==> src/mmioPkg.sv <==
// MMIO client package
// Register map, reset defaults and the shared bus and configuration structs
// for the shell MMIO client

package mmioPkg;

  // ----------------------------------------
  // Widths
  // ----------------------------------------
  localparam int unsigned dataWidth     = 8;    // Bus data byte
  localparam int unsigned pageAddrWidth = 7;    // In-page offset, bit 7 picks the half
  localparam int unsigned roleWidth     = 16;   // ROLE read and write words
  localparam int unsigned regCount      = 128;  // Lower half of the address space

  // ----------------------------------------
  // Register byte addresses
  // ----------------------------------------
  localparam logic [pageAddrWidth-1:0] cfgVpdId     = 7'h00;  // Build ID
  localparam logic [pageAddrWidth-1:0] cfgVpdVer    = 7'h01;  // Version
  localparam logic [pageAddrWidth-1:0] cfgVpdExt    = 7'h03;
  localparam logic [pageAddrWidth-1:0] phyStat      = 7'h10;  // Read-only status pins
  localparam logic [pageAddrWidth-1:0] phyEth0      = 7'h11;  // Three tuning bytes
  localparam logic [pageAddrWidth-1:0] ly2Mac0      = 7'h22;  // MAC, MSB first
  localparam logic [pageAddrWidth-1:0] ly3Ip0       = 7'h34;  // IP, MSB first
  localparam logic [pageAddrWidth-1:0] roleRd0      = 7'h40;  // Read-only ROLE word
  localparam logic [pageAddrWidth-1:0] roleWr0      = 7'h42;  // ROLE write word
  localparam logic [pageAddrWidth-1:0] diagScratch0 = 7'h70;
  localparam logic [pageAddrWidth-1:0] diagCtrl     = 7'h74;  // Loopback enables
  localparam logic [pageAddrWidth-1:0] pageSel      = 7'h7F;  // Window page

  // ----------------------------------------
  // Reset default values
  // ----------------------------------------
  localparam logic [dataWidth-1:0] idUser     = 8'h3C;
  localparam logic [dataWidth-1:0] idSuper    = 8'h3D;
  localparam logic [dataWidth-1:0] defVersion = 8'h01;
  localparam logic [dataWidth-1:0] defVpdExt  = 8'h33;
  localparam logic [3*dataWidth-1:0] defEth0    = 24'h41_05_05;  // Swing 4, eq on, cursors 5
  localparam logic [4*dataWidth-1:0] defScratch = 32'hDE_AD_BE_EF;

  // ----------------------------------------
  // Shared structs
  // ----------------------------------------
  typedef struct packed {
    logic                     csN;   // Chip select, active low
    logic                     weN;   // Write enable, active low
    logic                     oeN;   // Output enable, active low
    logic [pageAddrWidth:0]   addr;  // Bit 7 splits registers from the window
    logic [dataWidth-1:0]     data;  // Write data from the controller
  } emifBus_t;

  // One decoded access toward a datapath
  typedef struct packed {
    logic                     wrEn;
    logic                     rdEn;
    logic [pageAddrWidth-1:0] addr;
    logic [dataWidth-1:0]     wrData;
  } regAccess_t;

  typedef struct packed {
    logic       rxEqualizerMode;  // 0x11 bit 0
    logic [3:0] txDriverSwing;    // 0x11 bits 7..4
    logic [4:0] txPreCursor;      // 0x12 bits 4..0
    logic [4:0] txPostCursor;     // 0x13 bits 4..0
    logic       pcsLoopbackEn;    // 0x74 bit 0
    logic       macLoopbackEn;    // 0x74 bit 1
  } eth0Cfg_t;

  typedef struct packed {
    logic [6*dataWidth-1:0] macAddress;
    logic [4*dataWidth-1:0] ipAddress;
  } ntsCfg_t;

  // Status pins, read at 0x10 bits 0..3
  typedef struct packed {
    logic mc0InitCalComplete;
    logic mc1InitCalComplete;
    logic eth0CoreReady;
    logic eth0QpllLock;
  } shellStatus_t;

  // Reset value of one register byte
  function automatic logic [dataWidth-1:0] defaultByte(
    input logic [pageAddrWidth-1:0] addr,
    input logic                     superUser
  );
    logic [dataWidth-1:0] val;
    val = '0;  // Everything else clears
    case (addr)
      cfgVpdId:            val = superUser ? idSuper : idUser;
      cfgVpdVer:           val = defVersion;
      cfgVpdExt:           val = defVpdExt;
      phyEth0:             val = defEth0[23:16];
      phyEth0 + 7'd1:      val = defEth0[15:8];
      phyEth0 + 7'd2:      val = defEth0[7:0];
      diagScratch0:        val = defScratch[31:24];
      diagScratch0 + 7'd1: val = defScratch[23:16];
      diagScratch0 + 7'd2: val = defScratch[15:8];
      diagScratch0 + 7'd3: val = defScratch[7:0];
      default:             val = '0;
    endcase
    return val;
  endfunction

endpackage

==> src/emifAccessCtrl.sv <==
// EMIF access controller
// Splits bus strobes into register or window accesses, remembers which
// source was read and steers the returned byte onto the data pins

module emifAccessCtrl #(
  parameter bit superUser = 1'b0  // Window into the paged memory exists
) (
  input  logic                               shlClk,
  input  logic                               reset,
  input  mmioPkg::emifBus_t                  bus,
  input  logic [mmioPkg::dataWidth-1:0]      regRdData,  // Registered by the register file
  input  logic [mmioPkg::dataWidth-1:0]      memRdData,  // Registered by the memory
  output mmioPkg::regAccess_t                regAcc,
  output mmioPkg::regAccess_t                memAcc,
  output logic [mmioPkg::dataWidth-1:0]      dataOut,
  output logic                               dataOe
);

  localparam int halfBit = mmioPkg::pageAddrWidth;  // Address bit 7

  // Which datapath answered the last read
  typedef enum logic [1:0] {
    srcNone,  // Reset or blocked window, returns 0x00
    srcReg,
    srcMem
  } rdSrc_t;

  logic   busActive;  // Strobe this cycle
  logic   regHit;     // Lower half
  logic   memHit;     // Upper half, window present
  rdSrc_t rdSrc;

  // ----------------------------------------
  // Address decode
  // ----------------------------------------
  assign busActive = !bus.csN;
  assign regHit    = busActive && !bus.addr[halfBit];
  assign memHit    = busActive && bus.addr[halfBit] && superUser;  // Dropped without window

  always_comb
  begin
    // Register file side
    regAcc.wrEn   = regHit && !bus.weN;
    regAcc.rdEn   = regHit && bus.weN;
    regAcc.addr   = bus.addr[halfBit-1:0];
    regAcc.wrData = bus.data;
    // Memory side shares offset and data
    memAcc.wrEn   = memHit && !bus.weN;
    memAcc.rdEn   = memHit && bus.weN;
    memAcc.addr   = bus.addr[halfBit-1:0];
    memAcc.wrData = bus.data;
  end

  // ----------------------------------------
  // Read source tracking
  // ----------------------------------------
  // Updated only on reads, so the pins hold across writes and idle cycles
  always_ff @(posedge shlClk)
  begin
    if (reset)
    begin
      rdSrc <= srcNone;
    end
    else if (busActive && bus.weN)
    begin
      if (regHit)
        rdSrc <= srcReg;
      else if (memHit)
        rdSrc <= srcMem;
      else
        rdSrc <= srcNone;  // Upper half without memory
    end
  end

  // Return mux
  always_comb
  begin
    case (rdSrc)
      srcReg:  dataOut = regRdData;
      srcMem:  dataOut = memRdData;
      default: dataOut = '0;
    endcase
  end

  // Pins driven only when the controller asks and never in reset
  assign dataOe = !bus.oeN && !reset;

endmodule

==> config.mk <==
export PLATFORM = sky130hd
export DESIGN_NAME = emifAccessCtrl
export DESIGN_NICKNAME = d
export VERILOG_FILES = /design/src/mmioPkg.sv /design/src/emifAccessCtrl.sv
export SDC_FILE = /design/constraint.sdc
export NUM_CORES = 1
export LEC_CHECK = 0
export ABC_AREA = 1
export BUFFER_PORTS_ARGS = -buffer_cell sky130_fd_sc_hd__buf_2
export CORE_MARGIN = 3
export CORE_UTILIZATION = 23
export CTS_CLUSTER_SIZE = 20
export DETAILED_ROUTE_END_ITERATION = 16
export PLACE_DENSITY = 0.78
export SYNTH_ARGS = -nofsm -noshare
export SYNTH_HDL_FRONTEND = slang
export SYNTH_SLANG_ARGS = --single-unit
==> constraint.sdc <==
create_clock -name shlClk -period 0.9 [get_ports shlClk]
set_clock_uncertainty 0.1 [all_clocks]
set_input_delay 0.09 -clock shlClk [delete_from_list [all_inputs] [get_ports shlClk]]
set_output_delay 0.09 -clock shlClk [all_outputs]
set_load 0.01 [all_outputs]
Yosys cells after proc, flatten, opt, wreduce, memory -nomap -nowiden
Cells that the tools add are included.
{"block": "op_classes", "n_eq_ne": 2, "mux": 2, "n_reduce_logical": 10}
{"cell": "$pmux 8 s2", "n": 1}
{"cell": "$logic_and 1x1->1", "n": 5}
{"cell": "$logic_not 1->1", "n": 5}
{"cell": "$eq 2x1->1 const B", "n": 1}
{"cell": "$eq 2x2->1 const B", "n": 1}
{"cell": "$mux 1", "n": 1}
{"block": "totals", "ff_bits": 2, "inputBits": 37}

Longest topological paths before layout
{"block": "logic_depth", "depth_word": 3, "ltp_mapped": 4}

Least setup slack after synthesis
No wires, ideal clock.
{"block": "synth_path", "path_type": "reg-to-reg", "start": "reg rdSrc[0] (netlist name)", "end": "reg rdSrc[0]", "setup_ns": 0.114, "arrival_ns": 0.532, "slack_ns": 0.154, "path_stages_with_launch": 4, "path_buffers": 1, "period_less_slack_ns": 0.746, "cell_sequence": "dfxtp_1 buf_4 nand2_1 a21oi_2"}
{"item": "end signal, assigned", "line": "emifAccessCtrl.sv:62", "source": "rdSrc <= srcNone;"}
{"item": "end signal, assigned", "line": "emifAccessCtrl.sv:67", "source": "rdSrc <= srcReg;"}
{"item": "end signal, assigned", "line": "emifAccessCtrl.sv:69", "source": "rdSrc <= srcMem;"}
{"item": "end, declared", "line": "emifAccessCtrl.sv:31", "source": "rdSrc_t rdSrc;"}

Worst setup path in the final report
{"block": "layout_path", "start": "reg rdSrc[0]", "end": "out dataOut[0] in the netlist's numbering"}
{"block": "layout_via", "elab_chain_cells": 2, "elab_cells_between_ends": 3, "classes_between": "eq/ne (2); mux (1)"}
{"item": "$eq 2x2->1 / $eq 2x1->1 (equally long branches)", "line": "emifAccessCtrl.sv:78", "source": "case (rdSrc)"}
{"item": "$pmux 8 s2 *", "line": "emifAccessCtrl.sv:78"}
{"item": "end, declared", "line": "emifAccessCtrl.sv:15", "source": "output logic [mmioPkg::dataWidth-1:0] dataOut,"}
Mark *: on every way between the ends. The rest lies on a longest branch, timed or not.

==> impl_metrics.ini <==
[run_status]
outcome = finished clean

[global_route]
grtUsageTotal = 0.0386
first_global_vias = 171
antenna_found_initial = 0
grt_start_max_net_pins = 10
grt_pass1_wl_um = 662
overflow = 0

[pwr]
cellLeakagePower_nw = 0.234
p_per_area_nw_per_um2 = 472
worst_voltage_drop_across_the_vdd_grid_mv = 0.290

[clock_tree]
post_cts_resized = 1
clk_pin_slew_ps = 0
clk_latency_worst_skew_pair_ps = 0
post-cts-setup-buffer-count = 0
post_cts_hold_buffer_count = 0

[critical_path]
cp_max_fo = 9
crit_path_cell_trace = nand2_1, inv_1, buf_2
timing.critical_path.slowest_cell_delay_ps = 380
master_of_the_slowest_instance_on_the_critical_path = sky130_fd_sc_hd__dfxtp_2
critical_path.top_delay_family = flip-flops
crit-reg2reg-capture = rdSrc[0]$_SDFFE_PP0P_
r2r-start = rdSrc[0]$_SDFFE_PP0P_
cp_data_arrival_time_ps = 620
required_ps = 710
reg2reg_depth = 2
timing.setup.critical_path_class = reg -> out
cp-end-kind = output port
setup.worst_path.start_class = flip-flop
timing.reg2reg.setup_slack_ps = 170
worst-path-buf-inv = 2

[synthesis]
postSynthAreaPerCell_um2 = 6.19
post_synth_num_cell_types = 8
netlist_top_cells_area = sky130_fd_sc_hd__buf_4 67%, sky130_fd_sc_hd__nand2_1 11%, sky130_fd_sc_hd__inv_1 10%, sky130_fd_sc_hd__dfxtp_1 5.4%, sky130_fd_sc_hd__a21oi_2 2.4%
synth_largest_type_area_fraction = 0.667
synth-seq-cells = 1
yosysTopAreaCell = sky130_fd_sc_hd__buf_4
post_synth_instance_area_um2 = 372
syn-instance-count = 60
yosys_warnings = 0
synth_seq_area_share = 0.0539

[layout]
top_regs = rdSrc (1)
regMostFlops = rdSrc
fin_nets = 91
layout.cell_area.non_filler_um2 = 268
insertedDiodeCount = 0
area_growth_pct = -27.9
largest_register_ff_count = 1
drive_above_1_share = 0.500

[sta]
finalSetupViolCount = 0
highest_attainable_clock_frequency_mhz = 1230
finalSetupTns_ps = 0
period_minus_slack_ps = 814
slew_viol_final = 0
post-route-period-util = 0.905
finalHoldViolCount = 0
grt_setup_unrepaired = false
setup_slack_ps = 85.8

[worst_hold_path]
hp-start = bus[0]
timing.hold.worst_endpoint = memAcc[0]
holdPathStages = 0
worst_hold_path_type = in -> out

[die]
initial_core_utilization = 0.266
design.portCount = 80
fp-row-count = 13
die-height_um = 46.2
die_x_um = 46.2
core_area_um2 = 1400
die-area_um2 = 2130

[route]
post_route_ant_nets = 0
vias_per_cell = 3.40
drt_wl_total_um = 530
wl_per_instance_um = 7.91
detailedRoute.firstIterationViolations = 0
routed-via-count = 228
drc = 0
drt-pass1-iter-count = 1

[placed_design]
io_buffers = 24
dpl.hpwl_um = 474
gp_congestion = 0.652
post_dp_cell_area_um2 = 267
detailedPlace.worstSlack_ps = -8.16

[job]
max-cap-violations = 0
-- placed cells by master, fill, tap and decap left out --
cell                      count
sky130_fd_sc_hd__nor2_1       2
sky130_fd_sc_hd__buf_2       24
sky130_fd_sc_hd__nand2_1     11
sky130_fd_sc_hd__conb_1       2
sky130_fd_sc_hd__inv_1       10
sky130_fd_sc_hd__dfxtp_2      1
sky130_fd_sc_hd__nor3_1       1
sky130_fd_sc_hd__a21oi_2      1
-- layer usage --
layer / share of wire / vias to the layer above / GRT usage / wire length, um
met5: 0 / - / 0 / 0
met4: 0.0094 / 0 / 0.0227 / 5
met3: 0.18 / 2 / 0.0117 / 94
met2: 0.51 / 10 / 0.0659 / 270
met1: 0.30 / 95 / 0.0410 / 158
li1: - / 121 / - / -
-- per-stage QoR --
stage,cells,total power [mW],hold slack (ps),utilization
floorplan,61,0.226,52.4,-
global placement,67,0.125,80.1,0.191
detailed placement,67,0.126,80.1,0.191
CTS,67,0.127,80.1,0.191
global route,67,0.137,80.0,0.191
finish,67,0.126,80.0,0.191
-- worst max-delay path by stage --
stage                            endpoint                   from  cells past startpoint
detailed placement             dataOut[0]  rdSrc[0]$_SDFFE_PP0P_                      3
CTS                            dataOut[0]  rdSrc[0]$_SDFFE_PP0P_                      3
finish                         dataOut[0]  rdSrc[0]$_SDFFE_PP0P_                      3
global route                   dataOut[0]  rdSrc[0]$_SDFFE_PP0P_                      3
global placement               dataOut[0]  rdSrc[0]$_SDFFE_PP0P_                      3
floorplan           rdSrc[0]$_SDFFE_PP0P_  rdSrc[0]$_SDFFE_PP0P_                      3
-- layout make-up --
class / instances / area (um2)
Timing Repair Buffer: 24 / 120
Tap cell: 15 / 18.8
Fill cell: 167 / 1130
Sequential cell: 1 / 21.3
Multi-Input combinational cell: 17 / 70.1
Inverter: 10 / 37.5
-- synthesized netlist by cell type (all sizes together) --
master  number
conb         1
inv         10
a21oi        1
buf         33
nor2         2
nand2       11
nor3         1
dfxtp        1
-- logic make-up after synthesis --
| group | count (synthesis) | synth area share |
|---|---|---|
| AO/OA/AOI/OAI | 1 | 0.0236 |
| AND/OR/NAND/NOR | 14 | 0.145 |
| other | 1 | 0.0101 |
| flip-flops | 1 | 0.0539 |
| buffers and inverters | 43 | 0.768 |
-- where the power goes --
part	total [mW]	switching, mW	internal, mW
combinational	0.0743	0.0370	0.0372
sequential	0.0520	0.00426	0.0478
clock	0	0	0
total	0.126	0.0413	0.0850
Note: power is estimated with default switching activity, not from simulation.
