--- src/mmioPkg.sv ---
// MMIO client package
// Register map, reset defaults and the shared bus and configuration structs
// for the shell MMIO client

package mmioPkg;

  // ----------------------------------------
  // Widths
  // ----------------------------------------
  localparam int unsigned dataWidth     = 8;    // Bus data byte
  localparam int unsigned pageAddrWidth = 7;    // In-page offset, bit 7 picks the half
  localparam int unsigned roleWidth     = 16;   // ROLE read and write words
  localparam int unsigned regCount      = 128;  // Lower half of the address space

  // ----------------------------------------
  // Register byte addresses
  // ----------------------------------------
  localparam logic [pageAddrWidth-1:0] cfgVpdId     = 7'h00;  // Build ID
  localparam logic [pageAddrWidth-1:0] cfgVpdVer    = 7'h01;  // Version
  localparam logic [pageAddrWidth-1:0] cfgVpdExt    = 7'h03;
  localparam logic [pageAddrWidth-1:0] phyStat      = 7'h10;  // Read-only status pins
  localparam logic [pageAddrWidth-1:0] phyEth0      = 7'h11;  // Three tuning bytes
  localparam logic [pageAddrWidth-1:0] ly2Mac0      = 7'h22;  // MAC, MSB first
  localparam logic [pageAddrWidth-1:0] ly3Ip0       = 7'h34;  // IP, MSB first
  localparam logic [pageAddrWidth-1:0] roleRd0      = 7'h40;  // Read-only ROLE word
  localparam logic [pageAddrWidth-1:0] roleWr0      = 7'h42;  // ROLE write word
  localparam logic [pageAddrWidth-1:0] diagScratch0 = 7'h70;
  localparam logic [pageAddrWidth-1:0] diagCtrl     = 7'h74;  // Loopback enables
  localparam logic [pageAddrWidth-1:0] pageSel      = 7'h7F;  // Window page

  // ----------------------------------------
  // Reset default values
  // ----------------------------------------
  localparam logic [dataWidth-1:0] idUser     = 8'h3C;
  localparam logic [dataWidth-1:0] idSuper    = 8'h3D;
  localparam logic [dataWidth-1:0] defVersion = 8'h01;
  localparam logic [dataWidth-1:0] defVpdExt  = 8'h33;
  localparam logic [3*dataWidth-1:0] defEth0    = 24'h41_05_05;  // Swing 4, eq on, cursors 5
  localparam logic [4*dataWidth-1:0] defScratch = 32'hDE_AD_BE_EF;

  // ----------------------------------------
  // Shared structs
  // ----------------------------------------
  typedef struct packed {
    logic                     csN;   // Chip select, active low
    logic                     weN;   // Write enable, active low
    logic                     oeN;   // Output enable, active low
    logic [pageAddrWidth:0]   addr;  // Bit 7 splits registers from the window
    logic [dataWidth-1:0]     data;  // Write data from the controller
  } emifBus_t;

  // One decoded access toward a datapath
  typedef struct packed {
    logic                     wrEn;
    logic                     rdEn;
    logic [pageAddrWidth-1:0] addr;
    logic [dataWidth-1:0]     wrData;
  } regAccess_t;

  typedef struct packed {
    logic       rxEqualizerMode;  // 0x11 bit 0
    logic [3:0] txDriverSwing;    // 0x11 bits 7..4
    logic [4:0] txPreCursor;      // 0x12 bits 4..0
    logic [4:0] txPostCursor;     // 0x13 bits 4..0
    logic       pcsLoopbackEn;    // 0x74 bit 0
    logic       macLoopbackEn;    // 0x74 bit 1
  } eth0Cfg_t;

  typedef struct packed {
    logic [6*dataWidth-1:0] macAddress;
    logic [4*dataWidth-1:0] ipAddress;
  } ntsCfg_t;

  // Status pins, read at 0x10 bits 0..3
  typedef struct packed {
    logic mc0InitCalComplete;
    logic mc1InitCalComplete;
    logic eth0CoreReady;
    logic eth0QpllLock;
  } shellStatus_t;

  // Reset value of one register byte
  function automatic logic [dataWidth-1:0] defaultByte(
    input logic [pageAddrWidth-1:0] addr,
    input logic                     superUser
  );
    logic [dataWidth-1:0] val;
    val = '0;  // Everything else clears
    case (addr)
      cfgVpdId:            val = superUser ? idSuper : idUser;
      cfgVpdVer:           val = defVersion;
      cfgVpdExt:           val = defVpdExt;
      phyEth0:             val = defEth0[23:16];
      phyEth0 + 7'd1:      val = defEth0[15:8];
      phyEth0 + 7'd2:      val = defEth0[7:0];
      diagScratch0:        val = defScratch[31:24];
      diagScratch0 + 7'd1: val = defScratch[23:16];
      diagScratch0 + 7'd2: val = defScratch[15:8];
      diagScratch0 + 7'd3: val = defScratch[7:0];
      default:             val = '0;
    endcase
    return val;
  endfunction

endpackage

--- src/ctrlRegFile.sv ---
// Control and status register file
// 128 bytes with reset defaults, a read-only overlay for the status pins
// and the ROLE read word, and the field outputs toward the shell

module ctrlRegFile #(
  parameter bit superUser = 1'b0  // Selects the ID byte at 0x00
) (
  input  logic                                shlClk,
  input  logic                                reset,
  input  mmioPkg::regAccess_t                 regAcc,
  input  mmioPkg::shellStatus_t               status,
  input  logic [mmioPkg::roleWidth-1:0]       roleIn,
  output logic [mmioPkg::dataWidth-1:0]       regRdData,
  output logic [mmioPkg::dataWidth-1:0]       pageSelect,
  output mmioPkg::eth0Cfg_t                   eth0Cfg,
  output mmioPkg::ntsCfg_t                    ntsCfg,
  output logic [mmioPkg::roleWidth-1:0]       roleOut
);

  localparam int addrW = mmioPkg::pageAddrWidth;
  localparam int dataW = mmioPkg::dataWidth;

  logic [dataW-1:0] regs [mmioPkg::regCount];  // Byte storage
  logic [dataW-1:0] statusByte;                // Pins as seen at 0x10
  logic [dataW-1:0] rdByte;                    // Byte before the read register
  logic             readOnly;                  // Access hits a status byte

  // ----------------------------------------
  // Read-only overlay
  // ----------------------------------------
  assign statusByte = {
    4'b0000,                     // Upper nibble reads 0
    status.eth0QpllLock,         // Bit 3
    status.eth0CoreReady,        // Bit 2
    status.mc1InitCalComplete,   // Bit 1
    status.mc0InitCalComplete    // Bit 0
  };

  assign readOnly = (regAcc.addr == mmioPkg::phyStat) ||
                    (regAcc.addr == mmioPkg::roleRd0) ||
                    (regAcc.addr == mmioPkg::roleRd0 + 7'd1);

  // ----------------------------------------
  // Byte storage
  // ----------------------------------------
  always_ff @(posedge shlClk)
  begin
    if (reset)
    begin
      // Every byte back to its map default
      for (int i = 0; i < mmioPkg::regCount; i++)
      begin
        regs[i] <= mmioPkg::defaultByte(addrW'(i), superUser);
      end
    end
    else if (regAcc.wrEn && !readOnly)
    begin
      regs[regAcc.addr] <= regAcc.wrData;  // Status bytes silently drop writes
    end
  end

  // ----------------------------------------
  // Read path
  // ----------------------------------------
  always_comb
  begin
    rdByte = regs[regAcc.addr];  // Plain RAM behaviour by default
    case (regAcc.addr)
      mmioPkg::phyStat:        rdByte = statusByte;
      mmioPkg::roleRd0:        rdByte = roleIn[15:8];  // High byte first
      mmioPkg::roleRd0 + 7'd1: rdByte = roleIn[7:0];
      default:                 rdByte = regs[regAcc.addr];
    endcase
  end

  // Byte held until the next register read
  always_ff @(posedge shlClk)
  begin
    if (regAcc.rdEn)
    begin
      regRdData <= rdByte;
    end
  end

  // ----------------------------------------
  // Field outputs
  // ----------------------------------------
  // PHY tuning and loopback
  always_comb
  begin
    eth0Cfg.rxEqualizerMode = regs[mmioPkg::phyEth0][0];
    eth0Cfg.txDriverSwing   = regs[mmioPkg::phyEth0][7:4];
    eth0Cfg.txPreCursor     = regs[mmioPkg::phyEth0 + 7'd1][4:0];
    eth0Cfg.txPostCursor    = regs[mmioPkg::phyEth0 + 7'd2][4:0];
    eth0Cfg.pcsLoopbackEn   = regs[mmioPkg::diagCtrl][0];
    eth0Cfg.macLoopbackEn   = regs[mmioPkg::diagCtrl][1];
  end

  // Addresses, lowest byte address lands in the MSB
  always_comb
  begin
    for (int b = 0; b < 6; b++)
    begin
      ntsCfg.macAddress[(5-b)*dataW +: dataW] = regs[mmioPkg::ly2Mac0 + addrW'(b)];
    end
    for (int b = 0; b < 4; b++)
    begin
      ntsCfg.ipAddress[(3-b)*dataW +: dataW] = regs[mmioPkg::ly3Ip0 + addrW'(b)];
    end
  end

  // ROLE word, 0x42 is the high byte
  assign roleOut = {regs[mmioPkg::roleWr0], regs[mmioPkg::roleWr0 + 7'd1]};

  assign pageSelect = regs[mmioPkg::pageSel];  // Window page

endmodule

--- config.mk ---
export PLATFORM = sky130hd
export DESIGN_NAME = ctrlRegFile
export DESIGN_NICKNAME = d
export VERILOG_FILES = /design/src/mmioPkg.sv /design/src/ctrlRegFile.sv
export SDC_FILE = /design/constraint.sdc
export NUM_CORES = 1
export LEC_CHECK = 0
export ABC_AREA = 1
export BUFFER_PORTS_ARGS = -buffer_cell sky130_fd_sc_hd__buf_4
export CORE_MARGIN = 4
export CORE_UTILIZATION = 32
export CTS_CLUSTER_DIAMETER = 200
export DETAILED_ROUTE_END_ITERATION = 7
export PLACE_DENSITY = 0.58
export SLEW_MARGIN = 20
export SYNTH_ARGS = -nofsm -noshare
export SYNTH_HDL_FRONTEND = slang
export SYNTH_SLANG_ARGS = --single-unit
--- constraint.sdc ---
create_clock -name shlClk -period 8.45 [get_ports shlClk]
set_clock_uncertainty 0.15 [all_clocks]
set_input_delay 1.69 -clock shlClk [delete_from_list [all_inputs] [get_ports shlClk]]
set_output_delay 1.69 -clock shlClk [all_outputs]
set_load 0.01 [all_outputs]
# --- Word-level counts from Yosys, hierarchy flattened ---
# Memories as Yosys holds them, arrays and structs flattened.
# Index checks and enable logic that the tools add are counted.
classes:
  eq_ne: 3
  n_mux: 19
  n_reduce_logical: 5
ops:
  columns: ["op", "n"]
  rows:
  - ["$mux W8", 11]
  - ["$pmux W8 S3", 1]
  - ["$eq A7 B7 Y1 const B", 2]
  - ["$reduce_or A8 Y1", 1]
  - ["$eq A7 B5 Y1 const B", 1]
  - ["$mux W7", 1]
  - ["$mux W1", 6]
  - ["$logic_or A1 B1 Y1", 2]
  - ["$logic_and A1 B1 Y1", 1]
  - ["$logic_not A1 Y1", 1]
totals:
  regBits: 8
  ramBits: 1024
  in_bits: 39
  output_inout_bits: 129
  elab_cells: 29
  mem_count: 1
memory_table:
  columns: ["name", "words", "word_bits", "read_ports", "rd_ports_with_merged_regs", "write_ports", "line_no", "rtl"]
  rows:
  - ["regs", 128, 8, 18, 0, 128, "ctrlRegFile.sv:23", "logic [dataW-1:0] regs [mmioPkg::regCount];"]

# --- Depth between registers and ports, before layout ---
logic_depth:
  ltp_word: 10
  mapped_depth: 15
  depth_no_buf: 13

# --- Worst setup path after synthesis ---
# No wires, ideal clock.
synth_timing:
  kind: "input-to-reg"
  from: "input port regAcc[9] (netlist name)"
  to: "memory regs[86][0] (netlist name), enable pin"
  setup_time_ns: 0.329
  arrival_time_ns: 3.450
  t_required_ns: 7.971
  path_slack_ns: 4.521
  stages: 12
  n_path_buf: 2
  path_cell_list: "buf_2 > nor2_1 > inv_1 > nor2_1 > nand2_1 > nand3_2 > inv_2 > nand3_2 > nor3_2 > buf_2 > nand2_1 > nand2_1"
synth_lines:
  columns: ["item", "line_no", "rtl"]
  rows:
  - ["start: declaration", "ctrlRegFile.sv:10", "input mmioPkg::regAccess_t regAcc,"]
  - ["end: declaration", "ctrlRegFile.sv:23", null]

==> results.yml <==
sta:
  timing_hold_violations_final: 0
  slew_headroom_pct: 23.0
  setup_viol: 0
  fin_setup_tns_ps: 0
  fin_crit_sh_pct: 66.7
  rsz0062_at_grt: "false"
  fin_ws_ps: 2820
  hold_slack_ps: 861
  drv_slew: 0
  worstMarginPinSlew_ps: 1150
  period_minus_slack_ps: 5630
  fmax_ghz: 0.178
routing:
  via_per_inst: 4.77
  wl_per_cell_um: 19.2
  drc_errors: 0
  first_pass_iters: 6
  wl_um: 145000
  via_count: 36000
  ant_nets: 0
  initialDrtViolationCount: 3576
power:
  powerDensity_mw_per_mm2: 209
  peakVddDrop_v: 0.000184
  leakage_nw: 23.6
global_route:
  grt_pass1_vias: 34800
  grt-ovfl-total: 0
  grt_max_degree: 226
  antenna_found_initial: 4
  grt_pass1_wl_um: 216000
  grt_use_total_pct: 17.8
critical_path:
  cp.buffers_inverters: 5
  cp_common_cell: "nand2_1"
  crit_path_max_incr_delay_ps: 810
  endpoint_kind: "register"
  cp_top_family: "simple AND/OR/NAND/NOR gates"
  path_max_fanout: 36
  cp.arrival_ps: 5830
  worstSetupPathType: "input port to register"
  cpMaxStageDelayCell: "inv_1"
  required_ps: 8650
  worstPathCellList: "buf_4 -> nor2_1 -> inv_2 -> nor2_2 -> nand2_1 -> nand3_2 -> inv_2 -> nand3_2 -> inv_1 -> nand2_1 -> inv_1 -> nand2_1 -> nand2_1"
  start_kind: "input port"
logic_synthesis:
  avgSynthCellArea_um2: 9.02
  seq_area_frac_synth_pct: 63.3
  synth_top_area_share_pct: 63.3
  yosys_most_used_dff: "edfxtp_1"
  syn_area_mm2: 0.0489
  async_flop_share_pct: 0
  synth_cell_types: 21
  synth_warnings: 0
  ys_top_cells_by_area: "edfxtp_1, nor2_1, nand2_1"
  yosys.cell_count.top_type: "nor2_1"
  synthesis.instances: 5427
  synth.top_cells.by_count: "nor2_1, nand2_1, edfxtp_1"
  synth-seq-cells: 1032
  yosys.area.top_type: "edfxtp_1"
  synth_edf_count: 1032
final_layout:
  synthToLayoutAreaGrowth_pct: 12.8
  final_core_util_pct: 36.3
  multiInputGateArea_mm2: 0.0142
  regArea_mm2: 0.0310
  num-fill-cells: 15300
  final_nets: 5469
  drive_gt1_share_pct: 9.01
floorplan:
  core_mm2: 0.152
  dieWidth_um: 399
  die_area_mm2: 0.159
  rows: 143
  fp.dieH_um: 399
  ioPinCount: 168
  initial_utilization_pct: 32.2
run_status:
  outcome: "complete, no violations"
cts:
  worstSkewPairLatency_ps: 700
  clock_path_buffers: 3
  hold_buffers: 0
  cts_sinks: 1032
  cts_resized: 0
  tritoncts: "yes"
  numCtsBuffers: 103
  postCtsSetupRepairBufs: 0
  h-tree-depth: 3
  clkTransAtPathRegs_ps: 60
  cts-root-buf: "clkbuf_16"
place:
  post-place-ws_ps: 2190
  portBuffers: 167
  place_congestion: 0.883
  dp_hpwl_um: 89200
worst_hold_path:
  hold_path_class: "register to register"
flow_run:
  max_cap_viol_count: 0
state kept, by name, summed over array words and instances (netlist names):
name       cells
regs        1024
regRdData      8
report_power, final:
part	internal [mW]	switching (mW)	total (mW)
combinational	0.254	0.741	0.995
sequential	5.89	0.0970	5.99
clock	2.54	1.99	4.53
per-stage QoR:
stage | std cells | total power, mW | area [µm²]
after global routing | 7545 | 11.9 | 55200
after CTS | 7545 | 11.6 | 55200
after detailed placement | 7355 | 7.09 | 51900
after floorplan | 5450 | 6.67 | 49000
final | 7547 | 11.5 | 55200
after global placement | 7355 | 7.09 | 51900
logic make-up (layout without fill, tap and decap cells):
| logic type | Yosys count | count (layout) | synth area share [%] |
|---|---|---|---|
| DFF | 1032 | 1032 | 63.3 |
| other | 1 | 26 | 0.00766 |
| AOI/OAI and AO/OA | 216 | 216 | 3.03 |
| and+or+nand+nor | 3179 | 3179 | 25.8 |
| buffers and inverters | 999 | 1064 | 7.82 |
layer usage:
layer	track usage, %	vias to the layer above	wire length (µm)
met5	0	-	27
met4	5.77	4	4090
met3	2.24	224	10800
met2	29.6	1401	69200
met1	24.1	17200	60700
li1	-	17200	-
cells in the final DEF, fill, tap and decap left out:
cell        Yosys  final
clkinvlp_4      0      8
buf_4          17    199
nor3_4          0      2
buf_12          0      3
nor2_4          1      4
o21ai_0        60     60
nor2_1       1497   1494
nor4_4          2      2
nand3_1       289    289
nand3_2         2      2
inv_6           0     11
inv_1         650    650
bufinv_16       0      7
clkbuf_1      287     15
nor2_2          3      3
a221oi_1        8      8
buf_8           0      1
or2_2         105    105
o211ai_1      148    148
inv_2          20     10
clkbuf_16       0    108
inv_8           0      1
diode_2         0      2
clkinv_1        1     21
clkinv_4        0      3
nand2_4         0      1
edfxtp_1     1032   1032
nand2_1      1278   1277
conb_1          1     24
clkinv_2        0     26
clkinv_8        0      1
layout make-up:
| class | instances | share of cell area, % |
|---|---|---|
| Sequential cell | 1032 | 56.1 |
| Multi-Input combinational cell | 3419 | 25.8 |
| Clock buffer | 123 | 5.00 |
| Inverter | 671 | 4.66 |
| Tap cell | 2030 | 4.60 |
| Timing Repair Buffer | 203 | 2.84 |
| Clock inverter | 67 | 0.970 |
| Antenna cell | 2 | 0.00906 |
worst min-delay path, stage by stage, from the launching register on:
cell and delay, ps:
edfxtp_1 320, o211ai_1 70, nand2_1 50, nor2_1 30
nor2_1 80, nor2_1 50, nand2_1 50, nand2_1 40
nand2_1 60, nor2_1 40, nor2_1 70
worst paths after layout:
kind	slack, ps	end	from	cells past startpoint
hold reg to reg	860	regRdData[1]	regs[98][1]	10
hold / removal	860	regRdData[1]	regs[98][1]	10
setup / recovery	2820	regs[96][0]	regAcc[11]	13
setup reg to reg	5930	regRdData[2]	regs[66][2]	11
(Power assumes the default switching activity.)
